<file path="src/ps2Pkg.sv">
package ps2Pkg;

    // one scan code as received from the keyboard
    typedef struct packed
    {
        logic       valid;
        logic [7:0] code;
    } scanEventT;

    // one translated character on its way into the FIFO
    typedef struct packed
    {
        logic       valid;
        logic [7:0] ascii;
    } keyEntryT;

    // status byte as seen by the CPU at address 1, msb first
    typedef struct packed
    {
        logic       notEmpty;   // bit 7
        logic       overflow;   // bit 6
        logic       frameError; // bit 5
        logic [4:0] reserved;
    } statusT;

    // scan code set 2 prefixes
    localparam logic [7:0] codeBreak  = 8'hF0;
    localparam logic [7:0] codeExtend = 8'hE0;

    localparam logic [7:0] codeShiftLeft  = 8'h12;
    localparam logic [7:0] codeShiftRight = 8'h59;

    // sent for keys without a mapping
    localparam logic [7:0] asciiUnknown = 8'h2E;

endpackage

</file>
<file path="src/keyFifo.sv">
`timescale 1ns/10ps

module keyFifo #(
    parameter int fifoDepth = 4
) (
    input  logic             clk25,
    input  logic             rst,
    input  ps2Pkg::keyEntryT keyPush,
    input  logic             pop,
    output ps2Pkg::keyEntryT head,
    output logic             creditReturn
);

    localparam int ptrW   = (fifoDepth > 1) ? $clog2(fifoDepth) : 1;
    localparam int countW = $clog2(fifoDepth + 1);

    logic [7:0]        mem [fifoDepth];
    logic [ptrW-1:0]   wrPtr;
    logic [ptrW-1:0]   rdPtr;
    logic [countW-1:0] count;
    logic              doPop;

    // full never happens, the translator holds the credits
    assign doPop = pop && (count != '0);

    assign head         = '{valid: count != '0, ascii: mem[rdPtr]};
    assign creditReturn = doPop;

    always_ff @(posedge clk25)
    begin
        if (keyPush.valid)
            mem[wrPtr] <= keyPush.ascii;
    end

    always_ff @(posedge clk25 or posedge rst)
    begin
        if (rst)
        begin
            wrPtr <= '0;
            rdPtr <= '0;
            count <= '0;
        end
        else
        begin
            if (keyPush.valid)
                wrPtr <= (wrPtr == ptrW'(fifoDepth - 1)) ? '0 : wrPtr + 1'b1;
            if (doPop)
                rdPtr <= (rdPtr == ptrW'(fifoDepth - 1)) ? '0 : rdPtr + 1'b1;

            case ({keyPush.valid, doPop})
                2'b10:   count <= count + 1'b1;
                2'b01:   count <= count - 1'b1;
                default: count <= count;    // both or neither
            endcase
        end
    end

endmodule

</file>
<file path="src/keyboardRegs.sv">
`timescale 1ns/10ps

module keyboardRegs (
    input  logic             clk25,
    input  logic             rst,
    input  logic             cs,
    input  logic             address,
    input  ps2Pkg::keyEntryT head,
    input  logic             overflow,
    input  logic             frameError,
    output logic             pop,
    output logic [7:0]       dout
);

    ps2Pkg::statusT status;
    logic           statusRead;
    logic           overflowFlag;
    logic           frameErrorFlag;

    assign statusRead = cs & address;
    assign pop        = cs & ~address & head.valid;    // data read consumes the head

    assign status = '{notEmpty:   head.valid,
                      overflow:   overflowFlag,
                      frameError: frameErrorFlag,
                      reserved:   5'd0};

    always_ff @(posedge clk25 or posedge rst)
    begin
        if (rst)
        begin
            dout           <= 8'h00;
            overflowFlag   <= 1'b0;
            frameErrorFlag <= 1'b0;
        end
        else
        begin
            if (cs)
            begin
                if (address)
                    dout <= status;
                else
                    dout <= head.valid ? head.ascii : 8'h00;
            end

            // a new event beats the clear of a status read
            overflowFlag   <= overflow | (overflowFlag & ~statusRead);
            frameErrorFlag <= frameError | (frameErrorFlag & ~statusRead);
        end
    end

endmodule

</file>
<file path="src/ps2ClockFilter.sv">
`timescale 1ns/10ps

module ps2ClockFilter #(
    parameter int filterCycles = 8
) (
    input  logic clk25,
    input  logic rst,
    input  logic keyClk,
    output logic clkFall
);

    localparam int cntW = $clog2(filterCycles + 1);

    logic [1:0]      clkSync;       // two-stage synchronizer
    logic            level;         // accepted clock level
    logic [cntW-1:0] sampleCount;

    always_ff @(posedge clk25 or posedge rst)
    begin
        if (rst)
        begin
            clkSync     <= 2'b11;
            level       <= 1'b1;    // ps2 clock idles high
            sampleCount <= '0;
            clkFall     <= 1'b0;
        end
        else
        begin
            clkSync <= {clkSync[0], keyClk};
            clkFall <= 1'b0;
            if (clkSync[1] == level)
                sampleCount <= '0;  // glitch gone, start over
            else if (sampleCount == cntW'(filterCycles - 1))
            begin
                // enough identical samples, take the new level
                level       <= clkSync[1];
                sampleCount <= '0;
                clkFall     <= level & ~clkSync[1];
            end
            else
                sampleCount <= sampleCount + 1'b1;
        end
    end

endmodule

</file>
<file path="src/ps2FrameReceiver.sv">
`timescale 1ns/10ps

module ps2FrameReceiver #(
    parameter int filterCycles = 8
) (
    input  logic              clk25,
    input  logic              rst,
    input  logic              keyClk,
    input  logic              keyDin,
    output ps2Pkg::scanEventT scanEvent,
    output logic              frameError
);

    // no falling edge for 100 us means the frame was abandoned
    localparam int idleCycles = 2500;
    localparam int idleW      = $clog2(idleCycles + 1);

    logic             clkFall;
    logic [1:0]       dinSync;
    logic [10:0]      shiftReg;     // stop, parity, data[7:0], start
    logic [3:0]       bitCount;
    logic [idleW-1:0] idleCount;
    logic             frameReady;   // full frame sits in shiftReg
    logic             frameOk;

    ps2ClockFilter #(
        .filterCycles(filterCycles)
    ) clockFilter (
        .clk25  (clk25),
        .rst    (rst),
        .keyClk (keyClk),
        .clkFall(clkFall)
    );

    always_ff @(posedge clk25 or posedge rst)
    begin
        if (rst)
            dinSync <= 2'b11;
        else
            dinSync <= {dinSync[0], keyDin};
    end

    // lsb first, so the start bit ends up in bit 0
    always_ff @(posedge clk25)
    begin
        if (clkFall)
            shiftReg <= {dinSync[1], shiftReg[10:1]};
    end

    always_ff @(posedge clk25 or posedge rst)
    begin
        if (rst)
        begin
            bitCount   <= '0;
            idleCount  <= '0;
            frameReady <= 1'b0;
        end
        else
        begin
            frameReady <= 1'b0;
            if (clkFall)
            begin
                idleCount <= '0;
                if (bitCount == 4'd10)
                begin
                    bitCount   <= '0;
                    frameReady <= 1'b1;
                end
                else
                    bitCount <= bitCount + 4'd1;
            end
            else if (bitCount != 4'd0)
            begin
                // partial frame, watch for a stalled clock
                if (idleCount == idleW'(idleCycles - 1))
                begin
                    bitCount  <= '0;
                    idleCount <= '0;
                end
                else
                    idleCount <= idleCount + 1'b1;
            end
        end
    end

    // start low, stop high, odd parity over data and parity bit
    assign frameOk = ~shiftReg[0] & shiftReg[10] & (^shiftReg[9:1]);

    assign scanEvent  = '{valid: frameReady & frameOk, code: shiftReg[8:1]};
    assign frameError = frameReady & ~frameOk;

endmodule

</file>
<file path="src/ps2Keyboard.sv">
`timescale 1ns/10ps

module ps2Keyboard #(
    parameter int fifoDepth    = 4,
    parameter int filterCycles = 8
) (
    input  logic       clk25,
    input  logic       rst,
    input  logic       keyClk,
    input  logic       keyDin,
    input  logic       cs,
    input  logic       address,
    output logic [7:0] dout
);

    ps2Pkg::scanEventT scanEvent;
    ps2Pkg::keyEntryT  keyPush;
    ps2Pkg::keyEntryT  head;
    logic              frameError;
    logic              overflow;
    logic              pop;
    logic              creditReturn;

    ps2FrameReceiver #(
        .filterCycles(filterCycles)
    ) receiver (
        .clk25     (clk25),
        .rst       (rst),
        .keyClk    (keyClk),
        .keyDin    (keyDin),
        .scanEvent (scanEvent),
        .frameError(frameError)
    );

    scanTranslator #(
        .fifoDepth(fifoDepth)
    ) translator (
        .clk25       (clk25),
        .rst         (rst),
        .scanEvent   (scanEvent),
        .creditReturn(creditReturn),
        .keyPush     (keyPush),
        .overflow    (overflow)
    );

    keyFifo #(
        .fifoDepth(fifoDepth)
    ) fifo (
        .clk25       (clk25),
        .rst         (rst),
        .keyPush     (keyPush),
        .pop         (pop),
        .head        (head),
        .creditReturn(creditReturn)
    );

    keyboardRegs regs (
        .clk25     (clk25),
        .rst       (rst),
        .cs        (cs),
        .address   (address),
        .head      (head),
        .overflow  (overflow),
        .frameError(frameError),
        .pop       (pop),
        .dout      (dout)
    );

endmodule

</file>
<file path="src/scanTranslator.sv">
`timescale 1ns/10ps

module scanTranslator #(
    parameter int fifoDepth = 4
) (
    input  logic              clk25,
    input  logic              rst,
    input  ps2Pkg::scanEventT scanEvent,
    input  logic              creditReturn,
    output ps2Pkg::keyEntryT  keyPush,
    output logic              overflow
);

    localparam int creditW = $clog2(fifoDepth + 1);

    typedef enum logic [1:0]
    {
        stNormal,
        stBreak,
        stExtended,
        stExtendedBreak
    } stateT;

    stateT              state;
    logic               shift;
    logic [creditW-1:0] credits;
    logic [7:0]         asciiCode;
    logic               isShiftCode;
    logic               press;      // a key that yields a character
    logic               spend;

    assign isShiftCode = (scanEvent.code == ps2Pkg::codeShiftLeft)
                      || (scanEvent.code == ps2Pkg::codeShiftRight);

    assign press = scanEvent.valid && (state == stNormal)
                && (scanEvent.code != ps2Pkg::codeBreak)
                && (scanEvent.code != ps2Pkg::codeExtend)
                && !isShiftCode;

    assign spend = press && (credits != '0);

    // US layout, letters are always upper case
    always_comb
    begin
        asciiCode = ps2Pkg::asciiUnknown;
        case (scanEvent.code)
            8'h1C: asciiCode = "A";
            8'h32: asciiCode = "B";
            8'h21: asciiCode = "C";
            8'h23: asciiCode = "D";
            8'h24: asciiCode = "E";
            8'h2B: asciiCode = "F";
            8'h34: asciiCode = "G";
            8'h33: asciiCode = "H";
            8'h43: asciiCode = "I";
            8'h3B: asciiCode = "J";
            8'h42: asciiCode = "K";
            8'h4B: asciiCode = "L";
            8'h3A: asciiCode = "M";
            8'h31: asciiCode = "N";
            8'h44: asciiCode = "O";
            8'h4D: asciiCode = "P";
            8'h15: asciiCode = "Q";
            8'h2D: asciiCode = "R";
            8'h1B: asciiCode = "S";
            8'h2C: asciiCode = "T";
            8'h3C: asciiCode = "U";
            8'h2A: asciiCode = "V";
            8'h1D: asciiCode = "W";
            8'h22: asciiCode = "X";
            8'h35: asciiCode = "Y";
            8'h1A: asciiCode = "Z";
            8'h45: asciiCode = shift ? ")" : "0";
            8'h16: asciiCode = shift ? "!" : "1";
            8'h1E: asciiCode = shift ? "@" : "2";
            8'h26: asciiCode = shift ? "#" : "3";
            8'h25: asciiCode = shift ? "$" : "4";
            8'h2E: asciiCode = shift ? "%" : "5";
            8'h36: asciiCode = shift ? "^" : "6";
            8'h3D: asciiCode = shift ? "&" : "7";
            8'h3E: asciiCode = shift ? "*" : "8";
            8'h46: asciiCode = shift ? "(" : "9";
            8'h4E: asciiCode = shift ? "_" : "-";
            8'h55: asciiCode = shift ? "+" : "=";
            8'h5D: asciiCode = shift ? "|" : 8'h5C;    // backslash
            8'h54: asciiCode = shift ? "{" : "[";
            8'h5B: asciiCode = shift ? "}" : "]";
            8'h4C: asciiCode = shift ? ":" : ";";
            8'h52: asciiCode = shift ? "\"" : "'";
            8'h41: asciiCode = shift ? "<" : ",";
            8'h49: asciiCode = shift ? ">" : ".";
            8'h4A: asciiCode = shift ? "?" : "/";
            8'h66: asciiCode = 8'h08;                   // backspace
            8'h5A: asciiCode = 8'h0D;                   // enter
            8'h29: asciiCode = " ";
            default: asciiCode = ps2Pkg::asciiUnknown;
        endcase
    end

    always_ff @(posedge clk25 or posedge rst)
    begin
        if (rst)
        begin
            state    <= stNormal;
            shift    <= 1'b0;
            credits  <= creditW'(fifoDepth);   // FIFO starts empty
            keyPush  <= '0;
            overflow <= 1'b0;
        end
        else
        begin
            keyPush  <= '{valid: spend, ascii: asciiCode};
            overflow <= press && (credits == '0);   // no room, drop it

            case ({spend, creditReturn})
                2'b10:   credits <= credits - 1'b1;
                2'b01:   credits <= credits + 1'b1;
                default: credits <= credits;
            endcase

            if (scanEvent.valid)
            begin
                case (state)
                    stNormal:
                    begin
                        if (scanEvent.code == ps2Pkg::codeBreak)
                            state <= stBreak;
                        else if (scanEvent.code == ps2Pkg::codeExtend)
                            state <= stExtended;
                        else if (isShiftCode)
                            shift <= 1'b1;
                    end
                    stBreak:
                    begin
                        if (isShiftCode)
                            shift <= 1'b0;
                        state <= stNormal;
                    end
                    stExtended:
                        // extended keys are ignored, only the release prefix matters
                        state <= (scanEvent.code == ps2Pkg::codeBreak) ? stExtendedBreak
                                                                       : stNormal;
                    default:
                        state <= stNormal;
                endcase
            end
        end
    end

endmodule

</file>
<file path="config.mk">
export PLATFORM = sky130hd
export DESIGN_NAME = ps2Keyboard
export DESIGN_NICKNAME = d
export VERILOG_FILES = /design/src/ps2Pkg.sv /design/src/keyFifo.sv /design/src/keyboardRegs.sv /design/src/ps2ClockFilter.sv /design/src/ps2FrameReceiver.sv /design/src/ps2Keyboard.sv /design/src/scanTranslator.sv
export SDC_FILE = /design/constraint.sdc
export NUM_CORES = 1
export LEC_CHECK = 0
export ABC_AREA = 1
export BUFFER_PORTS_ARGS = -buffer_cell sky130_fd_sc_hd__buf_4
export CORE_MARGIN = 2
export CORE_UTILIZATION = 60
export CTS_CLUSTER_DIAMETER = 120
export DETAILED_ROUTE_END_ITERATION = 7
export GPL_TIMING_DRIVEN = 0
export PLACE_DENSITY = 0.87
export SLEW_MARGIN = 25
export SYNTH_ARGS = -nofsm -noshare
export SYNTH_HDL_FRONTEND = slang
export SYNTH_SLANG_ARGS = --single-unit
</file>
<file path="constraint.sdc">
create_clock -name clk25 -period 7.8 [get_ports clk25]
set_input_delay 1.17 -clock clk25 [delete_from_list [all_inputs] [get_ports clk25]]
set_output_delay 1.17 -clock clk25 [all_outputs]
set_load 0.01 [all_outputs]
</file>
==> flow_metrics.tcl, run 1 <==
set metrics [dict create \
    grt_pass1_wl_microns 19800 \
    totalWireLength_microns 11700 \
    grt_pass1_vias 4316 \
    hpwl_microns 8880 \
    first_iter_violations 290 \
    clock_skew_ns 0.0158 \
    busiest_layer "met2" \
    fin_crit_ns 2.97 \
    finalHoldViolCount 0 \
    gr-total-overflow 0 \
    fin_cells 775 \
    synthesis.nets 673 \
    crit_fanout 5 \
    gr-usage-met3 0.0387 \
    wl_per_cell_microns 15.2 \
    antenna_found_initial 0 \
    postCtsSetupRepairBufs 0 \
    final-max-slew-violation-count 0 \
    max_freq_ghz 0.336 \
    synth_warnings 0 \
    gp_congestion 1.01 \
    final_util 0.669 \
    clockBufferDepth 2 \
    io_buffers 13 \
    synth_area_sq_um 5350 \
    die_area_sq_um 9680 \
    cts_tree "done" \
    area_growth_syn_to_layout_pct 8.54 \
    cts_sinks 98 \
    worstMarginPinSlew_ns 0.564 \
    async_flop_share 0.602 \
    yosysTopAreaCell "dfrtp_1" \
    grt_util_met1 0.316 \
    h-tree-depth 3 \
    synth.avg_cell_area_sq_um 8.39 \
    nets 698 \
    cts_hold_buf 0 \
    ant_nets 0 \
    antenna_cells 0 \
    ys_seq_area_frac 0.497 \
    dp.cells 759 \
    start_util 0.616 \
    io_pins 14 \
    synth-edff-count 39 \
    arrival_ns 3.22 \
    required_ns 8.05 \
    vias_per_cell 5.68 \
    ys_seq_elements 98 \
    status "completed" \
    ys.flop_type "dfrtp_1" \
    grt_use_met2 0.428 \
    cts_resized 0 \
    drtPass1Iterations 5 \
    grt_max_degree 42 \
    max_cap_viol_count 0 \
    cp-end-kind "register" \
    slew_headroom 0.624 \
    min_path_type "register to register" \
    rows 34 \
    layout-drive-gt1-share 0.0975 \
    vias 4402 \
    synth_cell_type_count 38 \
    drcViolationCount 0 \
    finalSetupViolCount 0 \
    die_x_microns 98.4 \
    die_height_microns 98.4 \
    pwr_density_cell_nw_per_um2 202 \
    cts-buffers-inserted 9 \
    path_class "register to register" \
    crit_chain "inv_1, ha_1, inv_1, nand2_1, nand2_1, nand2_1, nand3_1, nand2_1, nor2_2, nand3_1, nor2_1, inv_1, ha_1, inv_1, fa_1, mux2_2" \
    grt_setup_unrepaired "no" \
    synthTopCellsByArea "dfrtp_1, edfxtp_1, nand2_1, nor2_1, ha_1" \
    max_stage_delay_ns 0.42 \
    crit_slowest_cell "edfxtp_1" \
    most-common-layout-cells "nand2_1, nor2_1, inv_1" \
    p_leak_nw 2.82 \
    clk_pin_slew_ns 0.10 \
    coreArea_sq_um 8680 \
    cts_root_buf "clkbuf_8" \
    synth_cells 637 \
    gr-usage-all-layers 0.249 \
    synth_top_area_frac 0.248 \
    ir_worst_vdd_v 0.000130 \
    layout_commonest_cell "nand2_1" \
    clock_latency_ns 0.36 \
    finalCritPeriodShare 0.381 \
    finalSetupTns_ns 0 \
    critical_path.startpoint_type "register" \
]
cells by family after synthesis:
kind of cell	synth area share
buf+inv	0.0625
compound gates	0.0794
mux	0.00211
fa+ha+maj	0.0730
simple gates	0.270
flops	0.497
xor+xnor	0.0164
path summary, 6_finish.rpt:
check                                                startpoint                         endpoint  slack, ns  cells after the start
worst min-delay path            receiver.clockFilter.clkSync[0]  receiver.clockFilter.clkSync[1]       0.36                      0
worst max register to register             receiver.shiftReg[5]            translator.credits[1]       4.83                     16
worst max-delay path                       receiver.shiftReg[5]            translator.credits[1]       4.83                     16
max in group asynchronous                                   rst            translator.credits[2]       6.51                      3
min in group asynchronous                                   rst             receiver.bitCount[0]       0.72                      2
worst min register to register  receiver.clockFilter.clkSync[0]  receiver.clockFilter.clkSync[1]       0.36                      0
flip-flops by register name (all words and copies together), names as in the netlist, 2 cells and up:
name and count:
fifo.mem 28, receiver.clockFilter.sampleCount 4, receiver.shiftReg 11, receiver.dinSync 2, translator.keyPush 8, fifo.wrPtr 2
receiver.clockFilter.clkSync 2, receiver.bitCount 4, translator.credits 3, fifo.rdPtr 2, translator.state 2, regs.dout 8
receiver.idleCount 12, fifo.count 3
routing by layer:
| metal | wire length [microns] | part of all wire |
|---|---|---|
| met5 | 0 | 0 |
| met4 | 351 | 0.030 |
| met3 | 630 | 0.054 |
| met2 | 5760 | 0.49 |
| met1 | 5000 | 0.43 |
critical path: cells and delay by family, from the launching register on:
| family | cells | cell delay (ns) |
|---|---|---|
| simple gates | 8 | 0.92 |
| buf+inv | 4 | 0.30 |
| fa+ha+maj | 3 | 0.92 |
| mux | 1 | 0.27 |
| flops | 1 | 0.42 |
Yosys cell counts (5+ instances only):
cell type / instances
nand2_2: 5
nand3_1: 25
a21oi_1: 18
dfstp_2: 6
nand3b_1: 5
a22o_1: 5
nand4_1: 14
dfrtp_1: 53
ha_1: 28
xnor2_1: 6
edfxtp_1: 39
inv_1: 75
nor2_1: 101
nand2_1: 156
o22ai_1: 7
nor2_2: 8
nor3_1: 12
o21ai_0: 38
power breakdown:
group          switching, W  internal, W  total, W
clock              0.000196     0.000142  0.000337
combinational      0.000120    0.0000901  0.000210
sequential        0.0000427     0.000584  0.000627
area by class of cell:
cell class / instances / area, sq um
tap: 108 / 135
timing repair buffer: 14 / 118
clock buffer: 10 / 149
inverter: 81 / 309
multi-input combinational: 453 / 2360
sequential: 98 / 2660
fill: 684 / 2880
buffer: 5 / 27.5
clock inverter: 6 / 52.6
metrics by stage:
stage,hold slack [ns],instance area (sq um),power (W),setup WS (ns)
2_1_floorplan,0.345,5350,0.000770,5.04
3_3_place_gp,0.347,5580,0.000825,4.54
3_5_place_dp,0.347,5600,0.000848,4.73
4_1_cts,0.362,5800,0.00118,4.83
5_1_grt,0.366,5800,0.00123,4.60
6_report,0.361,5800,0.00117,4.83
No activity file was read; power rests on OpenSTA's default activity.
==> inputs of run 2 (changes only) <==
Clock period 7.8 ns to 2.8 ns, I/O delays scaled along.
==> run 2 against run 1 <==
Wire length up 3.4%. Total power rose to 2.8 times the previous value. Utilization up 1.8 points. Maximum frequency up 8.8%. Highest routed layer unchanged. Via count up 2.0%. Worst hold slack worse by 0.20 ns. Global-route usage up 0.23 points. Final area up 2.7%. Register-to-register slack worse by 4.8 ns. Setup slack worse by 4.8 ns. Critical path depth down 2. Cell count up 1.4%. Largest power group unchanged.
==> flow_metrics.tcl, run 2 (synthesis results as in run 1) <==
set metrics [dict create \
    die_area_sq_um 9680 \
    cp-end-kind "register" \
    finalHoldViolCount 0 \
    finalCritPeriodShare 0.976 \
    grt_max_degree 42 \
    grt_pass1_vias 4356 \
    pwr_density_cell_nw_per_um2 550 \
    worstMarginPinSlew_ns 0.584 \
    io_pins 14 \
    p_leak_nw 2.88 \
    cts_tree "done" \
    die_height_microns 98.4 \
    min_path_type "input pin to register" \
    antenna_cells 0 \
    drcViolationCount 0 \
    hpwl_microns 8880 \
    first_iter_violations 358 \
    ant_nets 0 \
    clock_skew_ns 0.0145 \
    finalSetupTns_ns 0 \
    required_ns 3.04 \
    clk_pin_slew_ns 0.10 \
    area_growth_syn_to_layout_pct 11.5 \
    vias 4490 \
    clockBufferDepth 2 \
    drtPass1Iterations 5 \
    slew_headroom 0.611 \
    rows 34 \
    post-place-ws_ns -0.127 \
    grt_pass1_wl_microns 19900 \
    totalWireLength_microns 12100 \
    gr-usage-all-layers 0.251 \
    timing.hold.ws_ns 0.163 \
    grt_setup_unrepaired "yes" \
    finalInstanceArea_sq_um 5960 \
    max_freq_ghz 0.366 \
    final_util 0.687 \
    clock_latency_ns 0.36 \
    n_fill_cell 654 \
    place_area_sq_um 5600 \
    gp_congestion 1.01 \
    top_register "fifo.mem" \
    start_util 0.616 \
    die_x_microns 98.4 \
    io_buffers 13 \
    layout-drive-gt1-share 0.130 \
    arrival_ns 2.98 \
    crit_fanout 4 \
    finalSetupViolCount 0 \
    wl_per_cell_microns 15.4 \
    largestRegisters "fifo.mem x28, receiver.idleCount x12, receiver.shiftReg x11" \
    most-common-layout-cells "nand2_1, nor2_1, inv_1" \
    nets 709 \
    fin_crit_ns 2.73 \
    status "completed" \
    gr-total-overflow 0 \
    largest_register_ffs 28 \
    max_cap_viol_count 0 \
    h-tree-depth 3 \
    ir_worst_vdd_v 0.000358 \
    coreArea_sq_um 8680 \
    cts_sinks 98 \
    cts_root_buf "clkbuf_8" \
    layout_commonest_cell "nand2_1" \
    critical_path.startpoint_type "register" \
    vias_per_cell 5.71 \
    final-max-slew-violation-count 0 \
    path_class "register to register" \
    antenna_found_initial 0 \
    cts-buffers-inserted 9 \
    postLayoutSetupSlackWorst_ns 0.0672 \
]
-- run 2: cell type report --
class	count	area [sq um]	area share
sequential	98	2660	0.445
clock inverter	6	52.6	0.00882
clock buffer	10	149	0.0250
tap	108	135	0.0227
inverter	81	309	0.0518
multi-input combinational	453	2430	0.408
buffer	5	27.5	0.00462
timing repair buffer	25	203	0.0340
-- run 2: through the flow --
| step | instances | total power, W |
|---|---|---|
| finish | 786 | 0.00328 |
| global route | 786 | 0.00343 |
| CTS | 780 | 0.00329 |
| detailed placement | 759 | 0.00236 |
| global placement | 758 | 0.00230 |
| floorplan | 637 | 0.00214 |
-- run 2: final timing paths --
kind	end	startpoint	slack, ns	cells after the start
worst max register to register	translator.credits[1]	receiver.shiftReg[5]	0.07	14
worst min-delay path	receiver.clockFilter.clkSync[0]	keyClk	0.16	1
min in group asynchronous	receiver.bitCount[0]	rst	0.54	3
worst max-delay path	translator.credits[1]	receiver.shiftReg[5]	0.07	14
worst min register to register	receiver.clockFilter.clkSync[1]	receiver.clockFilter.clkSync[0]	0.36	0
max in group asynchronous	translator.credits[2]	rst	1.69	4
-- run 2: timing repair --
| item | 4_1_cts | 5_1_grt |
|---|---|---|
| gates resized for setup | 3 | 15 |
| endpoints found under the setup margin | 2 | 2 |
| pin swaps | 0 | 3 |
| hold buffers | 1 | 0 |
| buffers inserted | 4 | 6 |
| hold endpoints to repair | 11 | 0 |
-- run 2: power by group --
| group | internal (W) | switching (W) | total [W] |
|---|---|---|---|
| sequential | 0.00163 | 0.000121 | 0.00175 |
| combinational | 0.000253 | 0.000339 | 0.000592 |
| clock | 0.000394 | 0.000544 | 0.000939 |
-- run 2: metal layers --
metal  part of all wire  GRT usage  vias up
met5                  0          0        -
met4              0.031      0.100        0
met3              0.060     0.0387       48
met2               0.49      0.433      190
met1               0.42      0.318     2114
li1                   -          -     2138
-- run 2: worst max-delay path: stages (launching register included) --
cell	delay, ns
edfxtp_1	0.43
buf_4	0.17
ha_1	0.25
nand2_2	0.14
inv_1	0.10
nand2_1	0.07
nand2_1	0.10
nor2_4	0.15
nand3_4	0.10
nor2_4	0.13
inv_1	0.05
ha_1	0.18
inv_2	0.07
fa_1	0.41
mux2_2	0.27
==> inputs of run 3 (changes only) <==
Settings changed: ABC_AREA 1 to not set.
==> run 3 against run 2 <==
The flow now finishes with violations (setup timing). Largest cell class unchanged. Maximum frequency down 11%. Non-clock buffer count is 28 higher. Clock skew about the same. Largest power group unchanged. Area after synthesis down 3.7%. Register-to-register slack got worse by 0.33 ns.
==> flow_metrics.tcl, run 3 <==
set metrics [dict create \
    status "complete, but fails checks" \
    violations "setup timing" \
    die_x_microns 96.6 \
    synth_xor_xnor_area_share 0.0299 \
    synth_top_area_frac 0.258 \
    die_area_sq_um 9340 \
    area_growth_syn_to_layout_pct 16.3 \
    finalSetupViolCount 2 \
    gr-usage-all-layers 0.248 \
    grt_pass1_vias 3898 \
    antenna_cells 0 \
    synth_commonest_cells "dfrtp_1, nand2_1, edfxtp_1" \
    gr-total-overflow 0 \
    finalSetupTns_ns -0.365 \
    crit_chain "inv_2, ha_4, xnor3_1, xnor2_2, nand4b_1, or4_4, ha_4, inv_2, fa_2, mux2_2" \
    finalInstanceArea_sq_um 5990 \
    layout_commonest_cell "dfrtp_1" \
    drtPass1Iterations 5 \
    async_flop_share 0.602 \
    cts_tree "done" \
    fin_cells 617 \
    arrival_ns 3.32 \
    rows 33 \
    wl_per_cell_microns 19.0 \
    io_pins 14 \
    largestRegisters "fifo.mem x28, receiver.idleCount x12, receiver.shiftReg x11" \
    totalWireLength_microns 11700 \
    ant_nets 0 \
    worstHoldStart "keyDin" \
    required_ns 3.05 \
    synth_top_family_by_area "compound AO/OA/AOI/OAI gates" \
    antenna_found_initial 0 \
    place_area_sq_um 5410 \
    hpwl_microns 7820 \
    cts-buffers-inserted 9 \
    critical_path.startpoint_type "register" \
    cp-end-kind "register" \
    most-common-layout-cells "dfrtp_1, nand2_1, edfxtp_1" \
    r2r_end "translator.credits[1]" \
    vias_per_cell 6.61 \
    synth.most_common_cell "dfrtp_1" \
    drcViolationCount 0 \
    finalHoldViolCount 0 \
    cts_sinks 98 \
    finalCritPeriodShare 1.09 \
    synth-edff-count 39 \
    nets 543 \
    ys.flop_type "dfrtp_1" \
    layout-drive-gt1-share 0.230 \
    hold_end "receiver.dinSync[0]" \
    synth_warnings 0 \
    rr_worst_depth 10 \
    clock_skew_ns 0.0144 \
    synth_compound_area_frac 0.154 \
    grt_pass1_wl_microns 19000 \
    synth_area_sq_um 5150 \
    reg2reg_slack_ns -0.26 \
    ir_worst_vdd_v 0.000344 \
    dp.cells 579 \
    synthesis.nets 496 \
    pwr_density_cell_nw_per_um2 538 \
    muxShareOfSynthArea 0.0372 \
    synth_cells 460 \
    path_class "register to register" \
    ys_seq_area_frac 0.516 \
    worstMarginPinSlew_ns 0.690 \
    min_path_type "input pin to register" \
    fin_crit_ns 3.06 \
    h-tree-depth 3 \
    clock_latency_ns 0.35 \
    yosysTopAreaCell "dfrtp_1" \
    synthTopCellsByArea "dfrtp_1, edfxtp_1, ha_1, nand2_1, dfstp_2" \
    crit_fanout 2 \
    die_height_microns 96.6 \
    coreArea_sq_um 8260 \
    largest_register_ffs 28 \
    max_cap_viol_count 0 \
    synth.avg_cell_area_sq_um 11.2 \
    clockBufferDepth 2 \
    drt-met1-wl_microns 4860 \
    crit_slowest_cell "or4_4" \
    top_register "fifo.mem" \
    slew_headroom 0.540 \
    p_leak_nw 2.49 \
    rr_startpoint "receiver.shiftReg[1]" \
    grt_setup_unrepaired "yes" \
    first_iter_violations 293 \
    synth-simple-area-share 0.149 \
    cp_top_family "adder cells" \
    top_layer "met4" \
    grt_max_degree 50 \
    io_buffers 13 \
    final_util 0.725 \
    clk_pin_slew_ns 0.11 \
    dr_wl_met3_microns 786 \
    vias 4077 \
    ys_seq_elements 98 \
    whs_path_depth 1 \
    max_freq_ghz 0.326 \
    postLayoutSetupSlackWorst_ns -0.265 \
    start_util 0.623 \
    final-max-slew-violation-count 0 \
    cts_root_buf "clkbuf_8" \
    synthAdderAreaFrac 0.0758 \
    critPathBufInv 2 \
    synth_cell_type_count 68 \
    max_stage_delay_ns 0.58 \
    gp_congestion 0.988 \
    dr_wl_met2_microns 5720 \
]
-- run 3: cell count changes after synthesis, moves of 8 or more --
| cell | previous run | this run |
|---|---|---|
| clkbuf_1 | 3 | 13 |
| nor2_1 | 101 | 22 |
| inv_1 | 75 | 23 |
| nand2_1 | 156 | 44 |
| nand4_1 | 14 | 6 |
| a22oi_1 | 0 | 8 |
| or3_1 | 0 | 8 |
| and2_1 | 0 | 9 |
| nand3_1 | 25 | 10 |
-- run 3: cell families after synthesis --
logic type	Yosys count
xor+xnor	16
fa+ha+maj	30
flops	98
mux	10
compound gates	114
buf+inv	47
simple gates	145
-- run 3: where the power goes --
part	internal, W	switching (W)	total, W
clock	0.000487	0.000522	0.00101
combinational	0.000273	0.000242	0.000515
sequential	0.00161	0.0000894	0.00170
total	0.00237	0.000854	0.00322
-- run 3: what timing repair did --
item | in CTS | in global routing
pin swaps | 8 | 13
resized for setup | 17 | 20
endpoints found under the setup margin | 4 | 6
gates cloned | 0 | 0
hold endpoints to repair | 10 | 0
hold buffers | 1 | 0
setup buffers | 16 | 8
-- run 3: metal layers --
layer	global-route usage	up-vias
met1	0.337	1980
met4	0.0953	0
met5	0	-
met2	0.401	236
met3	0.0426	51
li1	-	1810
-- run 3: worst max-delay path by stage --
stage | startpoint | to | slack, ns | cells past startpoint
CTS | receiver.shiftReg[1] | translator.credits[1] | -0.25 | 10
finish | receiver.shiftReg[1] | translator.credits[1] | -0.26 | 10
global placement | receiver.shiftReg[5] | translator.credits[1] | -0.44 | 10
detailed placement | receiver.shiftReg[5] | translator.credits[1] | -0.48 | 10
floorplan | receiver.shiftReg[6] | translator.credits[1] | -0.20 | 10
global route | receiver.shiftReg[1] | translator.credits[1] | -0.35 | 10
-- run 3: per-stage QoR --
| step | setup slack, ns | power (W) | hold slack (ns) |
|---|---|---|---|
| after floorplan | -0.197 | 0.00207 | 0.345 |
| after global placement | -0.441 | 0.00218 | 0.346 |
| after detailed placement | -0.480 | 0.00223 | 0.341 |
| after CTS | -0.248 | 0.00324 | 0.152 |
| after global routing | -0.351 | 0.00336 | 0.140 |
| final | -0.265 | 0.00322 | 0.166 |
-- run 3: final cells by class --
| cell class | instances | area, sq um |
|---|---|---|
| flip-flops and latches | 98 | 2660 |
| multi-input cells | 315 | 2460 |
| fillers | 524 | 2270 |
| repair buffers | 38 | 312 |
| clock buffers | 10 | 149 |
| well taps | 105 | 131 |
| plain buffers | 20 | 105 |
| inverters | 25 | 96.3 |
| clock inverters | 6 | 78.8 |
